`src/common/id_cfg.svh`:
```
//////////////////////////////
// Widths of the decode stage
// Only 32-bit data is supported
//////////////////////////////
`ifndef ID_CFG_SVH
`define ID_CFG_SVH

// Data and instruction width
`define ID_XLEN 32

// Register file address width, 32 registers
`define ID_RADDR_W 5

// Next word, also the second access of a misaligned pair
`define ID_ADDR_INCR 4

`endif
```
`src/common/id_pkg.sv`:
```
//////////////////////////////
// Types of the RV32I decode stage
// Compressed, CSR and mul/div encodings are not covered
//////////////////////////////
package id_pkg;

  // Major opcodes of the kept instruction classes
  typedef enum logic [6:0] {
    OPC_LOAD   = 7'h03,
    OPC_OP_IMM = 7'h13,
    OPC_AUIPC  = 7'h17,
    OPC_STORE  = 7'h23,
    OPC_OP     = 7'h33,
    OPC_LUI    = 7'h37,
    OPC_BRANCH = 7'h63,
    OPC_JALR   = 7'h67,
    OPC_JAL    = 7'h6f
  } opcode_e;

  // Arithmetic, logic and shift ops, then the branch compares
  typedef enum logic [4:0] {
    ALU_ADD,
    ALU_SUB,
    ALU_XOR,
    ALU_OR,
    ALU_AND,
    ALU_SLL,
    ALU_SRL,
    ALU_SRA,
    ALU_SLT,
    ALU_SLTU,
    ALU_EQ,
    ALU_NE,
    ALU_LT,
    ALU_GE,
    ALU_LTU,
    ALU_GEU
  } alu_op_e;

  // Operand A source, FWD is the last LSU address
  typedef enum logic [1:0] {
    OP_A_REG_A,
    OP_A_FWD,
    OP_A_CURRPC,
    OP_A_ZERO
  } op_a_sel_e;

  typedef enum logic {
    OP_B_REG_B,
    OP_B_IMM
  } op_b_sel_e;

  typedef enum logic [2:0] {
    IMM_B_I,
    IMM_B_S,
    IMM_B_B,
    IMM_B_U,
    IMM_B_J,
    IMM_B_INCR_PC,
    IMM_B_INCR_ADDR
  } imm_b_sel_e;

  // Access size as seen by the LSU
  typedef enum logic [1:0] {
    LSU_WORD = 2'b00,
    LSU_HALF = 2'b01,
    LSU_BYTE = 2'b10
  } lsu_type_e;

endpackage

```
`src/common/id_dec_if.sv`:
```
//////////////////////////////
// Decoder side bundles
// Raw decode, not qualified by valid
//////////////////////////////
`timescale 1ns/10ps
`include "id_cfg.svh"

// Decoder to operand mux
interface id_op_if;
  import id_pkg::*;

  alu_op_e             alu_operator;
  op_a_sel_e           op_a_sel;
  op_b_sel_e           op_b_sel;
  imm_b_sel_e          imm_b_sel;
  logic [`ID_XLEN-1:0] imm_i;
  logic [`ID_XLEN-1:0] imm_s;
  logic [`ID_XLEN-1:0] imm_b;
  logic [`ID_XLEN-1:0] imm_u;
  logic [`ID_XLEN-1:0] imm_j;

  modport dec (output alu_operator, op_a_sel, op_b_sel, imm_b_sel,
               output imm_i, imm_s, imm_b, imm_u, imm_j);
  modport mux (input alu_operator, op_a_sel, op_b_sel, imm_b_sel,
               input imm_i, imm_s, imm_b, imm_u, imm_j);
endinterface

// Decoder to ID/EX controller
interface id_ctrl_if;
  import id_pkg::*;

  logic      illegal;
  logic      rf_we;
  logic      rf_ren_a;
  logic      rf_ren_b;
  logic      lsu_req;
  logic      lsu_we;
  lsu_type_e lsu_type;
  logic      lsu_sign_ext;
  logic      branch;
  logic      jump;

  modport dec (output illegal, rf_we, rf_ren_a, rf_ren_b, lsu_req, lsu_we,
               output lsu_type, lsu_sign_ext, branch, jump);
  modport ctrl (input illegal, rf_we, rf_ren_a, rf_ren_b, lsu_req, lsu_we,
                input lsu_type, lsu_sign_ext, branch, jump);
endinterface

```
`src/hdl/id_stage.sv`:
```
//////////////////////////////
// RV32I decode stage top level
// Instruction held until id_in_ready_o
//////////////////////////////
`timescale 1ns/10ps
`include "id_cfg.svh"

module id_stage (
  input  logic                   clk_i,
  input  logic                   rst_ni,
  input  logic                   fetch_enable_i,
  // Fetch side
  input  logic                   instr_valid_i,
  input  logic [`ID_XLEN-1:0]    instr_rdata_i,
  input  logic [`ID_XLEN-1:0]    pc_id_i,
  output logic                   id_in_ready_o,
  output logic                   illegal_insn_o,
  output logic                   pc_set_o,
  output logic                   instr_id_done_o,
  // EX side
  input  logic                   branch_decision_i,
  input  logic                   ex_valid_i,
  input  logic [`ID_XLEN-1:0]    result_ex_i,
  output id_pkg::alu_op_e        alu_operator_o,
  output logic [`ID_XLEN-1:0]    alu_operand_a_o,
  output logic [`ID_XLEN-1:0]    alu_operand_b_o,
  // LSU
  input  logic                   lsu_resp_valid_i,
  input  logic                   lsu_addr_incr_req_i,
  input  logic [`ID_XLEN-1:0]    lsu_addr_last_i,
  output logic                   lsu_req_o,
  output logic                   lsu_we_o,
  output id_pkg::lsu_type_e      lsu_type_o,
  output logic                   lsu_sign_ext_o,
  output logic [`ID_XLEN-1:0]    lsu_wdata_o,
  // Register file
  input  logic [`ID_XLEN-1:0]    rf_rdata_a_i,
  input  logic [`ID_XLEN-1:0]    rf_rdata_b_i,
  output logic [`ID_RADDR_W-1:0] rf_raddr_a_o,
  output logic [`ID_RADDR_W-1:0] rf_raddr_b_o,
  output logic [`ID_RADDR_W-1:0] rf_waddr_o,
  output logic                   rf_ren_a_o,
  output logic                   rf_ren_b_o,
  output logic                   rf_we_o,
  output logic [`ID_XLEN-1:0]    rf_wdata_o
);

  id_op_if   op_if ();
  id_ctrl_if ctrl_if ();

  // Operator goes straight to EX
  assign alu_operator_o = op_if.alu_operator;

  id_decoder u_decoder (
    .instr_rdata_i (instr_rdata_i),
    .rf_raddr_a_o  (rf_raddr_a_o),
    .rf_raddr_b_o  (rf_raddr_b_o),
    .rf_waddr_o    (rf_waddr_o),
    .op            (op_if.dec),
    .ctrl          (ctrl_if.dec)
  );

  id_operand_mux u_operand_mux (
    .op                  (op_if.mux),
    .lsu_addr_incr_req_i (lsu_addr_incr_req_i),
    .lsu_addr_last_i     (lsu_addr_last_i),
    .pc_id_i             (pc_id_i),
    .rf_rdata_a_i        (rf_rdata_a_i),
    .rf_rdata_b_i        (rf_rdata_b_i),
    .alu_operand_a_o     (alu_operand_a_o),
    .alu_operand_b_o     (alu_operand_b_o)
  );

  id_ex_ctrl u_ex_ctrl (
    .clk_i             (clk_i),
    .rst_ni            (rst_ni),
    .fetch_enable_i    (fetch_enable_i),
    .instr_valid_i     (instr_valid_i),
    .branch_decision_i (branch_decision_i),
    .ex_valid_i        (ex_valid_i),
    .lsu_resp_valid_i  (lsu_resp_valid_i),
    .result_ex_i       (result_ex_i),
    .rf_rdata_b_i      (rf_rdata_b_i),
    .ctrl              (ctrl_if.ctrl),
    .id_in_ready_o     (id_in_ready_o),
    .illegal_insn_o    (illegal_insn_o),
    .pc_set_o          (pc_set_o),
    .instr_id_done_o   (instr_id_done_o),
    .lsu_req_o         (lsu_req_o),
    .lsu_we_o          (lsu_we_o),
    .lsu_sign_ext_o    (lsu_sign_ext_o),
    .lsu_type_o        (lsu_type_o),
    .lsu_wdata_o       (lsu_wdata_o),
    .rf_ren_a_o        (rf_ren_a_o),
    .rf_ren_b_o        (rf_ren_b_o),
    .rf_we_o           (rf_we_o),
    .rf_wdata_o        (rf_wdata_o)
  );

endmodule

```
`src/id_ctrl/id_ex_ctrl.sv`:
```
//////////////////////////////
// ID/EX control for the two-stage setup
// No writeback stage, no forwarding
// One PC set per branch or jump
//////////////////////////////
`timescale 1ns/10ps
`include "id_cfg.svh"

module id_ex_ctrl (
  input  logic                clk_i,
  input  logic                rst_ni,
  input  logic                fetch_enable_i,
  input  logic                instr_valid_i,
  input  logic                branch_decision_i,
  input  logic                ex_valid_i,
  input  logic                lsu_resp_valid_i,
  input  logic [`ID_XLEN-1:0] result_ex_i,
  input  logic [`ID_XLEN-1:0] rf_rdata_b_i,
  id_ctrl_if.ctrl             ctrl,
  output logic                id_in_ready_o,
  output logic                illegal_insn_o,
  output logic                pc_set_o,
  output logic                instr_id_done_o,
  output logic                lsu_req_o,
  output logic                lsu_we_o,
  output logic                lsu_sign_ext_o,
  output id_pkg::lsu_type_e   lsu_type_o,
  output logic [`ID_XLEN-1:0] lsu_wdata_o,
  output logic                rf_ren_a_o,
  output logic                rf_ren_b_o,
  output logic                rf_we_o,
  output logic [`ID_XLEN-1:0] rf_wdata_o
);

  typedef enum logic {FIRST_CYCLE, MULTI_CYCLE} id_fsm_e;

  id_fsm_e id_fsm_q, id_fsm_d;
  logic    instr_executing;
  logic    instr_first_cycle;
  logic    instr_done;
  logic    multicycle_done;
  logic    stall_mem, stall_branch, stall_jump;
  logic    branch_set_raw_d, branch_set_raw_q, jump_set_raw;
  logic    set_done_d, set_done_q;

  // Fetch enable stands in for the controller run state
  assign instr_executing   = instr_valid_i & fetch_enable_i;
  assign instr_first_cycle = instr_valid_i & (id_fsm_q == FIRST_CYCLE);

  // Memory ops wait on the LSU, branches and jumps on EX
  assign multicycle_done = ctrl.lsu_req ? lsu_resp_valid_i : ex_valid_i;

  // Loads and stores always stall their first cycle
  assign stall_mem = instr_valid_i & ctrl.lsu_req & (~lsu_resp_valid_i | instr_first_cycle);

  //////////////////////////////
  // ID/EX FSM
  //////////////////////////////

  always_ff @(posedge clk_i or negedge rst_ni) begin
    if (!rst_ni) begin
      id_fsm_q <= FIRST_CYCLE;
    end else if (instr_executing) begin
      id_fsm_q <= id_fsm_d;
    end
  end

  always_comb begin
    id_fsm_d         = id_fsm_q;
    stall_branch     = 1'b0;
    stall_jump       = 1'b0;
    branch_set_raw_d = 1'b0;
    jump_set_raw     = 1'b0;

    if (instr_executing) begin
      case (id_fsm_q)
        FIRST_CYCLE: begin
          if (ctrl.lsu_req) begin
            id_fsm_d = MULTI_CYCLE;
          end else if (ctrl.branch) begin
            // Taken branch sets the PC next cycle, not-taken retires now
            id_fsm_d         = branch_decision_i ? MULTI_CYCLE : FIRST_CYCLE;
            stall_branch     = branch_decision_i;
            branch_set_raw_d = branch_decision_i;
          end else if (ctrl.jump) begin
            id_fsm_d     = MULTI_CYCLE;
            stall_jump   = 1'b1;
            jump_set_raw = 1'b1;
          end
        end
        default: begin
          if (multicycle_done) begin
            id_fsm_d = FIRST_CYCLE;
          end else begin
            stall_branch = ctrl.branch;
            stall_jump   = ctrl.jump;
          end
        end
      endcase
    end
  end

  assign instr_done      = instr_executing & ~(stall_mem | stall_branch | stall_jump);
  assign instr_id_done_o = instr_done;
  assign id_in_ready_o   = ~instr_valid_i | instr_done;

  //////////////////////////////
  // PC set tracking
  //////////////////////////////

  // Set-done flop masks repeats until the instruction leaves ID
  assign set_done_d = (branch_set_raw_q | jump_set_raw | set_done_q) & ~instr_done;

  always_ff @(posedge clk_i or negedge rst_ni) begin
    if (!rst_ni) begin
      branch_set_raw_q <= 1'b0;
      set_done_q       <= 1'b0;
    end else begin
      branch_set_raw_q <= branch_set_raw_d;
      set_done_q       <= set_done_d;
    end
  end

  assign pc_set_o = (branch_set_raw_q | jump_set_raw) & ~set_done_q;

  //////////////////////////////
  // LSU and register file
  //////////////////////////////

  // One request per access, issued in the first executing cycle
  assign lsu_req_o      = instr_executing & instr_first_cycle & ctrl.lsu_req;
  assign lsu_we_o       = ctrl.lsu_we;
  assign lsu_type_o     = ctrl.lsu_type;
  assign lsu_sign_ext_o = ctrl.lsu_sign_ext;
  assign lsu_wdata_o    = rf_rdata_b_i;

  assign illegal_insn_o = instr_valid_i & ctrl.illegal;
  assign rf_ren_a_o     = instr_valid_i & ~ctrl.illegal & ctrl.rf_ren_a;
  assign rf_ren_b_o     = instr_valid_i & ~ctrl.illegal & ctrl.rf_ren_b;

  // Write only in the finishing cycle, load data arrives with the response
  assign rf_we_o    = ctrl.rf_we & ~ctrl.illegal & instr_done;
  assign rf_wdata_o = result_ex_i;

endmodule

```
`src/hdl/id_operand_mux.sv`:
```
//////////////////////////////
// ALU operand selection, combinational
// Misaligned second access overrides decode
//////////////////////////////
`timescale 1ns/10ps
`include "id_cfg.svh"

module id_operand_mux (
  id_op_if.mux                op,
  input  logic                lsu_addr_incr_req_i,
  input  logic [`ID_XLEN-1:0] lsu_addr_last_i,
  input  logic [`ID_XLEN-1:0] pc_id_i,
  input  logic [`ID_XLEN-1:0] rf_rdata_a_i,
  input  logic [`ID_XLEN-1:0] rf_rdata_b_i,
  output logic [`ID_XLEN-1:0] alu_operand_a_o,
  output logic [`ID_XLEN-1:0] alu_operand_b_o
);
  import id_pkg::*;

  localparam logic [`ID_XLEN-1:0] ADDR_INCR = `ID_ADDR_INCR;

  op_a_sel_e           op_a_sel;
  op_b_sel_e           op_b_sel;
  imm_b_sel_e          imm_b_sel;
  logic [`ID_XLEN-1:0] imm_b;

  // Second access of a misaligned pair is last address plus one word
  assign op_a_sel  = lsu_addr_incr_req_i ? OP_A_FWD : op.op_a_sel;
  assign op_b_sel  = lsu_addr_incr_req_i ? OP_B_IMM : op.op_b_sel;
  assign imm_b_sel = lsu_addr_incr_req_i ? IMM_B_INCR_ADDR : op.imm_b_sel;

  //////////////////////////////
  // Immediate for operand B
  //////////////////////////////

  always_comb begin
    case (imm_b_sel)
      IMM_B_I: imm_b = op.imm_i;
      IMM_B_S: imm_b = op.imm_s;
      IMM_B_B: imm_b = op.imm_b;
      IMM_B_U: imm_b = op.imm_u;
      IMM_B_J: imm_b = op.imm_j;
      // Link address and next word step by the same amount
      default: imm_b = ADDR_INCR;
    endcase
  end

  //////////////////////////////
  // Operand muxes
  //////////////////////////////

  always_comb begin
    case (op_a_sel)
      OP_A_REG_A:  alu_operand_a_o = rf_rdata_a_i;
      OP_A_FWD:    alu_operand_a_o = lsu_addr_last_i;
      OP_A_CURRPC: alu_operand_a_o = pc_id_i;
      default:     alu_operand_a_o = '0;
    endcase
  end

  assign alu_operand_b_o = (op_b_sel == OP_B_IMM) ? imm_b : rf_rdata_b_i;

endmodule

```
`src/decoder/id_decoder.sv`:
```
//////////////////////////////
// RV32I base decoder, combinational
// No compressed, CSR, fence or system ops
// Illegal clears write and request flags
//////////////////////////////
`timescale 1ns/10ps
`include "id_cfg.svh"

module id_decoder (
  input  logic [`ID_XLEN-1:0]    instr_rdata_i,
  output logic [`ID_RADDR_W-1:0] rf_raddr_a_o,
  output logic [`ID_RADDR_W-1:0] rf_raddr_b_o,
  output logic [`ID_RADDR_W-1:0] rf_waddr_o,
  id_op_if.dec                   op,
  id_ctrl_if.dec                 ctrl
);
  import id_pkg::*;

  logic [6:0] funct7;
  logic [2:0] funct3;

  assign funct7 = instr_rdata_i[31:25];
  assign funct3 = instr_rdata_i[14:12];

  // Register fields sit at fixed positions
  assign rf_raddr_a_o = instr_rdata_i[15 +: `ID_RADDR_W];
  assign rf_raddr_b_o = instr_rdata_i[20 +: `ID_RADDR_W];
  assign rf_waddr_o   = instr_rdata_i[7 +: `ID_RADDR_W];

  //////////////////////////////
  // Immediates
  //////////////////////////////

  // All sign extended from bit 31
  assign op.imm_i = {{(`ID_XLEN-12){instr_rdata_i[31]}}, instr_rdata_i[31:20]};
  assign op.imm_s = {{(`ID_XLEN-12){instr_rdata_i[31]}}, instr_rdata_i[31:25],
                     instr_rdata_i[11:7]};
  assign op.imm_b = {{(`ID_XLEN-12){instr_rdata_i[31]}}, instr_rdata_i[7],
                     instr_rdata_i[30:25], instr_rdata_i[11:8], 1'b0};
  assign op.imm_u = {instr_rdata_i[31:12], 12'b0};
  assign op.imm_j = {{(`ID_XLEN-20){instr_rdata_i[31]}}, instr_rdata_i[19:12],
                     instr_rdata_i[20], instr_rdata_i[30:21], 1'b0};

  //////////////////////////////
  // Opcode decode
  //////////////////////////////

  always_comb begin
    // Defaults describe an I-type ALU op with nothing enabled
    op.alu_operator   = ALU_ADD;
    op.op_a_sel       = OP_A_REG_A;
    op.op_b_sel       = OP_B_IMM;
    op.imm_b_sel      = IMM_B_I;
    ctrl.illegal      = 1'b0;
    ctrl.rf_we        = 1'b0;
    ctrl.rf_ren_a     = 1'b0;
    ctrl.rf_ren_b     = 1'b0;
    ctrl.lsu_req      = 1'b0;
    ctrl.lsu_we       = 1'b0;
    ctrl.lsu_type     = LSU_WORD;
    ctrl.lsu_sign_ext = 1'b0;
    ctrl.branch       = 1'b0;
    ctrl.jump         = 1'b0;

    case (opcode_e'(instr_rdata_i[6:0]))
      // EX adds pc and 4 for the link address
      OPC_JAL, OPC_JALR: begin
        op.op_a_sel   = OP_A_CURRPC;
        op.imm_b_sel  = IMM_B_INCR_PC;
        ctrl.rf_we    = 1'b1;
        ctrl.jump     = 1'b1;
        // JALR also reads rs1 and needs funct3 zero
        if (instr_rdata_i[6:0] == OPC_JALR) begin
          ctrl.rf_ren_a = 1'b1;
          ctrl.illegal  = (funct3 != 3'b000);
        end
      end
      OPC_LUI: begin
        op.op_a_sel  = OP_A_ZERO;
        op.imm_b_sel = IMM_B_U;
        ctrl.rf_we   = 1'b1;
      end
      OPC_AUIPC: begin
        op.op_a_sel  = OP_A_CURRPC;
        op.imm_b_sel = IMM_B_U;
        ctrl.rf_we   = 1'b1;
      end
      // Compare rs1 with rs2, target comes from the B immediate in EX
      OPC_BRANCH: begin
        op.op_b_sel   = OP_B_REG_B;
        ctrl.rf_ren_a = 1'b1;
        ctrl.rf_ren_b = 1'b1;
        ctrl.branch   = 1'b1;
        case (funct3)
          3'b000:  op.alu_operator = ALU_EQ;
          3'b001:  op.alu_operator = ALU_NE;
          3'b100:  op.alu_operator = ALU_LT;
          3'b101:  op.alu_operator = ALU_GE;
          3'b110:  op.alu_operator = ALU_LTU;
          3'b111:  op.alu_operator = ALU_GEU;
          default: ctrl.illegal    = 1'b1;
        endcase
      end
      OPC_LOAD: begin
        ctrl.rf_ren_a     = 1'b1;
        ctrl.rf_we        = 1'b1;
        ctrl.lsu_req      = 1'b1;
        // funct3[2] marks the unsigned forms
        ctrl.lsu_sign_ext = ~funct3[2];
        case (funct3)
          3'b000, 3'b100: ctrl.lsu_type = LSU_BYTE;
          3'b001, 3'b101: ctrl.lsu_type = LSU_HALF;
          3'b010:         ctrl.lsu_type = LSU_WORD;
          default:        ctrl.illegal  = 1'b1;
        endcase
      end
      OPC_STORE: begin
        op.imm_b_sel  = IMM_B_S;
        ctrl.rf_ren_a = 1'b1;
        ctrl.rf_ren_b = 1'b1;
        ctrl.lsu_req  = 1'b1;
        ctrl.lsu_we   = 1'b1;
        case (funct3)
          3'b000:  ctrl.lsu_type = LSU_BYTE;
          3'b001:  ctrl.lsu_type = LSU_HALF;
          3'b010:  ctrl.lsu_type = LSU_WORD;
          default: ctrl.illegal  = 1'b1;
        endcase
      end
      OPC_OP_IMM: begin
        ctrl.rf_ren_a = 1'b1;
        ctrl.rf_we    = 1'b1;
        case (funct3)
          3'b000: op.alu_operator = ALU_ADD;
          3'b010: op.alu_operator = ALU_SLT;
          3'b011: op.alu_operator = ALU_SLTU;
          3'b100: op.alu_operator = ALU_XOR;
          3'b110: op.alu_operator = ALU_OR;
          3'b111: op.alu_operator = ALU_AND;
          // Shifts keep funct7 in the top of the immediate
          3'b001: begin
            op.alu_operator = ALU_SLL;
            ctrl.illegal    = (funct7 != 7'b0000000);
          end
          default: begin
            op.alu_operator = funct7[5] ? ALU_SRA : ALU_SRL;
            ctrl.illegal    = ({funct7[6], funct7[4:0]} != 6'b0);
          end
        endcase
      end
      OPC_OP: begin
        op.op_b_sel   = OP_B_REG_B;
        ctrl.rf_ren_a = 1'b1;
        ctrl.rf_ren_b = 1'b1;
        ctrl.rf_we    = 1'b1;
        case ({funct7, funct3})
          10'b0000000_000: op.alu_operator = ALU_ADD;
          10'b0100000_000: op.alu_operator = ALU_SUB;
          10'b0000000_001: op.alu_operator = ALU_SLL;
          10'b0000000_010: op.alu_operator = ALU_SLT;
          10'b0000000_011: op.alu_operator = ALU_SLTU;
          10'b0000000_100: op.alu_operator = ALU_XOR;
          10'b0000000_101: op.alu_operator = ALU_SRL;
          10'b0100000_101: op.alu_operator = ALU_SRA;
          10'b0000000_110: op.alu_operator = ALU_OR;
          10'b0000000_111: op.alu_operator = ALU_AND;
          default:         ctrl.illegal    = 1'b1;
        endcase
      end
      default: ctrl.illegal = 1'b1;
    endcase

    // No side effects from an illegal instruction
    if (ctrl.illegal) begin
      ctrl.rf_we   = 1'b0;
      ctrl.lsu_req = 1'b0;
      ctrl.lsu_we  = 1'b0;
      ctrl.branch  = 1'b0;
      ctrl.jump    = 1'b0;
    end
  end

endmodule

```
`config.mk`:
```
export PLATFORM = sky130hd
export DESIGN_NAME = id_stage
export DESIGN_NICKNAME = d
export VERILOG_FILES = /design/src/common/id_pkg.sv /design/src/common/id_dec_if.sv /design/src/hdl/id_stage.sv /design/src/id_ctrl/id_ex_ctrl.sv /design/src/hdl/id_operand_mux.sv /design/src/decoder/id_decoder.sv
export VERILOG_INCLUDE_DIRS = /design/src /design/src/common
export SDC_FILE = /design/constraint.sdc
export NUM_CORES = 1
export LEC_CHECK = 0
export BUFFER_PORTS_ARGS = -buffer_cell sky130_fd_sc_hd__buf_2
export CAP_MARGIN = 10
export CORE_AREA = 2 2 138 140
export DETAILED_ROUTE_END_ITERATION = 7
export DIE_AREA = 0 0 140 142
export HOLD_SLACK_MARGIN = 0.12
export PLACE_DENSITY = 0.54
export SKIP_CTS_REPAIR_TIMING = 1
export SYNTH_ARGS = -nofsm -noshare
export SYNTH_HDL_FRONTEND = slang
export SYNTH_HIERARCHICAL = 1
export SYNTH_SLANG_ARGS = --single-unit
```
`constraint.sdc`:
```
create_clock -name clk_i -period 5.65 [get_ports clk_i]
set_clock_uncertainty 0.2 [all_clocks]
set_input_delay 0.8475 -clock clk_i [delete_from_list [all_inputs] [get_ports clk_i]]
set_output_delay 0.8475 -clock clk_i [all_outputs]
set_load 0.005 [all_outputs]
```
==> results.toml <==
[outcome]
status = "finished with violations"
failed_checks = "design-rule violations"

[synthesis]
synth_edf_count = 0
synth-seq-area-share_pct = 1.48
ys_types = 67
ys_ff_latch = 3
syn_area_um2 = 5080
syn_area_per_cell_um2 = 7.27
syn_inst = 699
yosys_most_used_dff = "dfrtp_1"
ys_warn_count = 6
async_flop_share_pct = 100

[drt]
finalWirelength_um = 16500
drc_errors = 20
vias = 4734
ant_nets = 0
drtIter0Drc = 300
dr.pass1.iters = 8
via_per_inst = 4.91
wl_per_cell_um = 17.1

[floorplan]
top_level_ports = 360
core-area_um2 = 18500
fp.dieArea_um2 = 19900
start_util_pct = 27.5
die_h_um = 142
rows = 50
die_w_um = 140

[cts]
cts_made_buffers = 3
ctsLongestPathBuffers = 2
cts_max_level = 1
clock_sinks = 3
cts_tree = "yes"
path_clk_slew_ns = 0.03
cts_root_buffer = "clkbuf_16"
clk_latency_ns = 0.22

[worst_setup_path]
cp_data_required_time_ns = 4.60
worstPathArrival_ns = 3.47
startpoint_type = "input pin"
r2r_setup_slack_ns = 4.29
critPathKind = "in -> out"
reg2reg_depth = 3
r2r-start = "u_ex_ctrl/id_fsm_q"
critPathLaunch = "instr_rdata_i[3]"
crit_fanout = 16
r2r_end = "u_ex_ctrl/set_done_q"
endpoint = "alu_operand_b_o[14]"
end_kind = "output pin"

[sta]
period_needed_ns = 4.52
max_freq_mhz = 221
min_period_over_period_pct = 80.0
worst_pin_slew_ns = 1.10
report.final.slew_viol_count = 0
rsz0062_at_grt = "false"
tns_ns = 0
setup_viol = 0
relSlewSlack_pct = 26.6
final-hold-violation-count = 0

[layout]
final_common_cell = "buf_2"
n_antenna_cell = 0
final_nets = 932
synthToLayoutAreaGrowth_pct = -3.01
layout-drive-gt1-share_pct = 49.1
stdcell_count = 965
final_cell_mix = "buf_2, nand2_1, o21ai_0"

[power]
peakVddDrop_v = 0.000212
pwr_density_cell_nw_per_um2 = 84.3
leakagePower_nw = 2.23

[global_routing]
grt_use_total_pct = 14.8
met1_usage_pct = 18.2
antenna_found_initial = 1
grt_overflow = 0
use_met3_pct = 1.88
grt_most_used_layer = "met2"
grt_pass1_wl_um = 23200
grt_max_degree = 76
grt_pass1_vias = 4144
gr-usage-met2_pct = 27.5

[place]
dp.cells = 961
gp_congestion = 0.898
port_buffers = 294
dpl.hpwl_um = 13700

[flow_run]
max_cap_violations = 0

[hold_path]
hold_class = "in -> async"
[metrics by stage]
stage / utilization, % / power [mW] / hold WS, ns / setup slack [ns] / cell area, um^2
after floorplan: - / 0.273 / 0.293 / 2.11 / 5130
after global placement: 26.3 / 0.304 / 0.312 / 1.16 / 4850
after detailed placement: 26.3 / 0.303 / 0.315 / 1.19 / 4850
after CTS: 26.7 / 0.417 / 0.215 / 1.20 / 4930
after global routing: 26.7 / 0.448 / 0.212 / 0.863 / 4930
final: 26.7 / 0.415 / 0.215 / 1.13 / 4930
[metal layers]
metal,vias to the layer above,part of all wire (%)
met5,-,0
met1,2150,41
met4,0,2.2
met2,258,50
met3,16,7.0
li1,2310,-
[critical path, cell delays in order]
cell	delay [ns]
buf_2	0.13
nand3b_1	0.26
nor2_2	0.48
buf_4	0.34
nor2b_2	0.29
nor2b_1	0.58
a222oi_1	0.25
o21ai_1	0.15
buf_2	0.13
[where the power goes]
group	switching [mW]	internal, mW	leakage (nW)
registers	0.000117	0.0218	0.0419
clock network	0.0192	0.0931	0.0382
logic	0.150	0.131	2.15
total	0.170	0.246	2.23
[worst min-delay path by stage]
stage	cells after the start	slack (ns)	endpoint	start
final	1	0.22	u_ex_ctrl/branch_set_raw_q	rst_ni
after global routing	1	0.21	u_ex_ctrl/branch_set_raw_q	rst_ni
after CTS	1	0.21	u_ex_ctrl/branch_set_raw_q	rst_ni
after detailed placement	2	0.31	u_ex_ctrl/set_done_q	u_ex_ctrl/set_done_q
after global placement	2	0.31	u_ex_ctrl/set_done_q	u_ex_ctrl/set_done_q
after floorplan	2	0.29	u_ex_ctrl/set_done_q	u_ex_ctrl/set_done_q
[registers in the layout (all words and copies together), names as in the netlist]
register,count
u_ex_ctrl/id_fsm_q,1
u_ex_ctrl/branch_set_raw_q,1
u_ex_ctrl/set_done_q,1
[synthesized netlist by cell type (all sizes together) (2+ instances only)]
master    n  area, um^2
and3b     5        43.8
mux2i    34         340
and3      2        12.5
nand4     2        12.5
a22o     31         272
a211oi    2        15.0
a222oi   14         140
buf     274        2060
nand2    77         289
o221ai   18         214
nor3      6        46.3
dfrtp     3        75.1
and2      5        32.5
nand3b    3        22.5
nor2b     9        58.8
a21o      2        15.0
a21oi     8        43.8
nand3     4        20.0
nor2     30         118
o22ai     3        18.8
nand2b    6        37.5
clkbuf   13        50.0
inv       7        26.3
nor4      6        82.6
a22oi    34         300
o21ai    56         280
xor2      2        17.5
o31ai     2        15.0
or3       2        12.5
or2       2        12.5
nor3b     2        15.0
mux2     17         199
[area by class of cell]
type	instances	area [um^2]
multi-input combinational	416	2930
fill	2048	13500
timing repair buffer	301	1520
clock buffer	4	78.8
sequential	3	75.1
tap	234	293
inverter	7	26.3
[kinds of logic (layout without fill, tap and decap cells)]
logic type,Yosys count,in the layout,share of synthesized area (%)
buffers and inverters,294,312,42.0
and+or+nand+nor,169,169,17.6
AOI/OAI and AO/OA,179,179,27.9
DFF,3,3,1.48
xor gates and xnor gates,2,2,0.345
other,1,15,0.0738
muxes,51,51,10.6
No activity file was read; power rests on OpenSTA's default activity.
